<file path="config.mk">
export PLATFORM = sky130hd
export DESIGN_NAME = colorConvert_flat
export DESIGN_NICKNAME = d
export VERILOG_FILES = /design/src/verilog/neoVideoPkg.sv /design/src/verilog/pixelBus.sv /design/src/verilog/colorConvert.sv /design/src/flat_wrapper.sv
export SDC_FILE = /design/constraint.sdc
export NUM_CORES = 1
export LEC_CHECK = 0
export BUFFER_PORTS_ARGS = -buffer_cell sky130_fd_sc_hd__buf_2
export CAP_MARGIN = 25
export CORE_UTILIZATION = 30
export DETAILED_ROUTE_END_ITERATION = 8
export GPL_TIMING_DRIVEN = 1
export PLACE_DENSITY = 0.57
export SYNTH_ARGS = -nofsm -noshare
export SYNTH_HDL_FRONTEND = slang
export SYNTH_SLANG_ARGS = --single-unit
</file>
<file path="constraint.sdc">
create_clock -name CLK_48M -period 2.3 [get_ports CLK_48M]
set_clock_uncertainty 0.2 [all_clocks]
set_input_delay 0.46 -clock CLK_48M [delete_from_list [all_inputs] [get_ports CLK_48M]]
set_output_delay 0.46 -clock CLK_48M [all_outputs]
set_load 0.05 [all_outputs]
</file>
<file path="src/verilog/neoVideoPkg.sv">
// Shared definitions for the video output path
// Palette word, pixel index and palette address types
// Output channel type, pixel divide and palette depth constants

package neoVideoPkg;

	// ==============================
	// Constants
	// ==============================

	// 48 MHz cycles per 6 MHz pixel
	localparam int PIXEL_DIVIDE = 8;

	// Two banks of 4096 words
	localparam int PAL_DEPTH = 8192;

	// ==============================
	// Types
	// ==============================

	// Palette entry
	// [15] dark, [14:12] R/G/B low bits, [11:8] R, [7:4] G, [3:0] B
	typedef logic [15:0] colorWordT;

	// Index within one palette bank
	typedef logic [11:0] pixelIndexT;

	// Full palette address, top bit selects the bank
	typedef logic [12:0] palAddrT;

	// One 8-bit output colour channel
	typedef logic [7:0] channelT;

	// Position inside one pixel period
	typedef logic [$clog2(PIXEL_DIVIDE)-1:0] pixelCountT;

	// Last count of a pixel period, where the enable fires
	localparam pixelCountT PIXEL_LAST = pixelCountT'(PIXEL_DIVIDE - 1);

endpackage

</file>
<file path="src/verilog/pixelBus.sv">
// Pixel bus between palette lookup and colour conversion
// Carries one palette word and the attributes of the same pixel

`timescale 1ns/100ps

interface pixelBus;

	// Palette word read for this pixel
	neoVideoPkg::colorWordT colorWord;

	// Attributes sampled together with the index
	logic shadow;
	logic videoEnable;
	logic hBlank;
	logic vBlank;

	// One-cycle strobe, new pixel present
	logic valid;

	modport source (
		output colorWord, shadow, videoEnable, hBlank, vBlank, valid
	);

	modport sink (
		input colorWord, shadow, videoEnable, hBlank, vBlank, valid
	);

endinterface

</file>
<file path="src/verilog/colorConvert.sv">
// Colour conversion stage
// Expands palette words to 8-bit RGB with dark bit clamping
// Applies shadow and video enable, registers colour and blanks

`timescale 1ns/100ps

module colorConvert (
	input  logic                 CLK_48M,
	input  logic                 nRESET,
	pixelBus.sink                pixIn,
	output neoVideoPkg::channelT red,
	output neoVideoPkg::channelT green,
	output neoVideoPkg::channelT blue,
	output logic                 hBlank,
	output logic                 vBlank,
	output logic                 cePixel
);

	neoVideoPkg::channelT redNext;
	neoVideoPkg::channelT greenNext;
	neoVideoPkg::channelT blueNext;

	// ==============================
	// Channel expansion
	// ==============================

	// nibble, low bit, nibble MSB again, minus dark, clamp at zero
	function automatic neoVideoPkg::channelT expandChannel(
		input logic [3:0] nibble,
		input logic       lowBit,
		input logic       dark
	);
		logic [6:0] level;
		level = {1'b0, nibble, lowBit, nibble[3]} - {6'd0, dark};
		if (level[6]) begin
			return '0;
		end
		return {level[5:0], level[4:3]};
	endfunction

	// Shadow halves, disabled video is black
	function automatic neoVideoPkg::channelT shadeChannel(
		input neoVideoPkg::channelT level,
		input logic                 shadow,
		input logic                 enable
	);
		if (!enable) begin
			return '0;
		end
		return shadow ? {1'b0, level[7:1]} : level;
	endfunction

	assign redNext = shadeChannel(
		expandChannel(pixIn.colorWord[11:8], pixIn.colorWord[14], pixIn.colorWord[15]),
		pixIn.shadow, pixIn.videoEnable);
	assign greenNext = shadeChannel(
		expandChannel(pixIn.colorWord[7:4], pixIn.colorWord[13], pixIn.colorWord[15]),
		pixIn.shadow, pixIn.videoEnable);
	assign blueNext = shadeChannel(
		expandChannel(pixIn.colorWord[3:0], pixIn.colorWord[12], pixIn.colorWord[15]),
		pixIn.shadow, pixIn.videoEnable);

	// ==============================
	// Output registers
	// ==============================

	always_ff @(posedge CLK_48M) begin
		if (!nRESET) begin
			red     <= '0;
			green   <= '0;
			blue    <= '0;
			hBlank  <= 1'b0;
			vBlank  <= 1'b0;
			cePixel <= 1'b0;
		end else begin
			cePixel <= pixIn.valid;
			if (pixIn.valid) begin
				red    <= redNext;
				green  <= greenNext;
				blue   <= blueNext;
				hBlank <= pixIn.hBlank;
				vBlank <= pixIn.vBlank;
			end
		end
	end

	// Blanked video reaches the pins as black
	videoOffBlack: assert property (
		@(posedge CLK_48M) disable iff (!nRESET)
		(pixIn.valid && !pixIn.videoEnable) |=> (red == '0 && green == '0 && blue == '0)
	);

endmodule

</file>
<file path="src/flat_wrapper.sv">
// flat-port wrapper written by rule: the top's interface ports become plain ports
module colorConvert_flat 
  (CLK_48M, nRESET, red, green, blue, hBlank, vBlank, cePixel, pixIn_colorWord, pixIn_shadow, pixIn_videoEnable, pixIn_hBlank, pixIn_vBlank, pixIn_valid);
  pixelBus pixIn_i ();
  input  logic CLK_48M;
  input  logic nRESET;
  output neoVideoPkg::channelT red;
  output neoVideoPkg::channelT green;
  output neoVideoPkg::channelT blue;
  output logic hBlank;
  output logic vBlank;
  output logic cePixel;
  input wire logic [$bits(pixIn_i.colorWord)-1:0] pixIn_colorWord;
  input wire logic [$bits(pixIn_i.shadow)-1:0] pixIn_shadow;
  input wire logic [$bits(pixIn_i.videoEnable)-1:0] pixIn_videoEnable;
  input wire logic [$bits(pixIn_i.hBlank)-1:0] pixIn_hBlank;
  input wire logic [$bits(pixIn_i.vBlank)-1:0] pixIn_vBlank;
  input wire logic [$bits(pixIn_i.valid)-1:0] pixIn_valid;
  assign pixIn_i.colorWord = pixIn_colorWord;
  assign pixIn_i.shadow = pixIn_shadow;
  assign pixIn_i.videoEnable = pixIn_videoEnable;
  assign pixIn_i.hBlank = pixIn_hBlank;
  assign pixIn_i.vBlank = pixIn_vBlank;
  assign pixIn_i.valid = pixIn_valid;
  colorConvert u_core (.CLK_48M(CLK_48M), .nRESET(nRESET), .pixIn(pixIn_i), .red(red), .green(green), .blue(blue), .hBlank(hBlank), .vBlank(vBlank), .cePixel(cePixel));
endmodule
</file>
==> results.md <==
* Via count at 1298
* Vert. Die Dim at 70.4 um
* Vias per Instance at 4.90
* First-pass GRT wire length at 5780 um
* Antenna violations before repair at 0
* Ys flop type: dfxtp_1
* Number of nets in the layout at 243
* Worst Reg-to-Reg Cells at 3
* Area leader, netlist: dfxtp_1
* DRT Pass-1 Iters at 4
* Fin crit share at 0.868
* Wirelength, routed at 3290 um
* Fraction of layout cells with a size suffix above 1 at 0.310
* Buf+Inv Stages, Crit Path at 2
* Clock power frac at 0.351
* Slew Limit Fails at 0
* Comb pwr share at 0.231
* Buffers added on ports at 49
* Cell count along the critical path at 8
* WP data required at 2.26 ns
* CTS resizes at 0
* DRC viols at 0
* Post-DP HPWL at 2630 um
* I/O pins at 50
* Clock slew at reported path FFs at 0.09 ns
* Die W at 70.4 um
* Crit path max fanout at 6
* Synth warn at 0
* Fin area at 0.00178 mm2
* Initial core utilization at 0.318
* Syn nets at 192
* Status: finished, final reports clean
* Sequential share of power at 0.418
* Hold Violations, Final at 0
* Worst Setup End Kind: flop
* Kind of critical path: primary input to flop
* Most frequent CP cell: ha_1
* Max Cap Violations at 0
* Area of the core at 0.00441 mm2
* Hold Buf Count CTS at 0
* GRT Overall Usage at 0.143
* Ys async rst share at 0
* Switching Share at 0.296
* Placed Instances at 261
* Antenna cell count at 0
* CP cell instances: buf_2 -> inv_1 -> ha_1 -> ha_1 -> nor3b_1 -> mux2i_1 -> nor2_1 -> a311o_1
* Worst Hold Depth at 3
* Clock root buffer: clkbuf_8
* Clk_lat worst skew at 0.27 ns
* Synth Register Bits at 24
* Startpoint type of the worst setup path: primary input
* Fillers at 471
* Sink Count at 24
* Slowest cell on crit path: mux2i_1
* Total power draw at 1060 uW
* Synthesized area at 0.00140 mm2
* Post-synthesis sequential area ratio at 0.343
* Placer Congestion at 0.840
* Number of synthesized flops with an enable pin at 0
* Cell count after synthesis at 163
* Final setup fails at 0
* Most frequent cells in the layout: buf_2 (49), dfxtp_1 (24), nand2_1 (13), o21ai_0 (13), nor2_1 (12)
* Internal at 749 uW
* Via count of the first global-routing pass at 1257
* GRT overflow at 0
* Unrepaired setup endpoints after global routing: no
* Avg Cell Area, Syn at 8.60 um2
* Most common cell after layout, fill and taps aside: buf_2
* Min-Delay Path Class: primary input to flop
* Postcts setup bufs at 0
* Cell family with most CP delay: adder cells
* # rows at 24
* PD cells at 599 mW/mm2
* Die ar. at 0.00495 mm2
* Worst Tran Pin Value at 0.419 ns
* CTS tree: yes
* Max incr delay on CP at 0.31 ns
* Final std cells w/o fill at 265
* Top-area cell type share of the netlist area at 0.343
* VDD IR max at 0.000198 V
* Initial DRC Count at 50
* Placed cell area at 0.00171 mm2
* Pin count of the biggest net entering global routing at 22
* P_leak at 0.000848 uW
* Rel. slew slack at 0.718
* CTS Buf Count at 3
* Cell variety after synth at 39
* Tmin final at 2.00 ns
* Synth top area cells: dfxtp_1 (34%), mux2i_1 (7.1%), ha_1 (5.4%), o21ai_0 (4.6%), nor3b_1 (3.7%)
* Final TNS setup at 0 ns
* Critical path data arrival time at 1.95 ns
* Switch Pwr at 315 uW
* H-Tree Depth at 1
* DR WL/cell at 12.4 um
* Max clock buf depth at 2
* Post-route ant nets at 0
* Max Freq at 0.501 GHz
* Area grow syn2layout at 26.8%
## metrics by stage
| step | hold WS, ns | util | setup slack (ns) |
|---|---|---|---|
| 2_1_floorplan | 0.429 | - | 0.245 |
| 3_3_place_gp | 0.236 | 0.387 | 0.0588 |
| 3_5_place_dp | 0.241 | 0.387 | 0.0139 |
| 4_1_cts | 0.243 | 0.403 | 0.304 |
| 5_1_grt | 0.275 | 0.403 | 0.134 |
| 6_report | 0.243 | 0.403 | 0.303 |
## final cells by class
cell class                      count  area (um2)  area share
Multi-Input combinational cell    120         833       0.469
Sequential cell                    24         480       0.270
Timing Repair Buffer               55         290       0.163
Tap cell                           52        65.1      0.0366
Clock buffer                        3        41.3      0.0232
Inverter                           10        37.5      0.0211
Clock inverter                      1        30.0      0.0169
## cell families after synthesis
kind of cell | Yosys count | synth area share
flip-flops | 24 | 0.343
XOR/XNOR | 4 | 0.0250
multiplexers | 11 | 0.0821
AND/OR/NAND/NOR | 60 | 0.236
adder cells (fa/ha/maj) | 6 | 0.0535
AO/OA/AOI/OAI | 39 | 0.198
buffers and inverters | 19 | 0.0633
## worst paths after layout
path	startpoint	endpoint	slack [ns]
max	pixIn_colorWord[7]	u_core.green[1]$_SDFFE_PN0P_	0.30
min	pixIn_hBlank	u_core.hBlank$_SDFFE_PN0P_	0.24
max reg2reg	u_core.red[1]$_SDFFE_PN0P_	u_core.red[1]$_SDFFE_PN0P_	1.18
min reg2reg	u_core.red[4]$_SDFFE_PN0P_	u_core.red[4]$_SDFFE_PN0P_	0.25
## synthesized netlist by cell type, drive strengths merged, types with 2 or more instances
cell	count
o21ai	13
dfxtp	24
mux2i	10
a311o	2
inv	10
nand3	5
ha	6
and3	3
nor3	3
o211ai	2
a21o	2
nor2b	8
o21bai	2
a21boi	2
a22o	5
a221o	2
a32o	2
xor2	3
buf	8
nor4	2
nor3b	8
nand2	14
nor2	12
and2	3
a21oi	4
## state kept, by name (all words and copies together) (netlist names)
signal,flops
u_core.cePixel,1
u_core.hBlank,1
u_core.green,7
u_core.vBlank,1
u_core.blue,7
u_core.red,7
## routing by layer
metal,vias to the layer above,share of wire,global-route usage
li1,680,-,-
met1,582,0.51,0.193
met2,36,0.44,0.233
met3,0,0.054,0.0260
met4,0,0,0.0333
met5,-,0,0
## power groups by stage
stage,clock network [uW],logic (uW),registers [uW]
2_1_floorplan,0,106,522
3_3_place_gp,0,246,454
3_5_place_dp,0,247,454
4_1_cts,381,248,445
5_1_grt,397,270,448
6_report,374,246,444
## worst min-delay path, cell delays in order
cell     delay [ns]
buf_2          0.07
mux2i_1        0.06
nor2b_1        0.09
(Power assumes the default switching activity.)
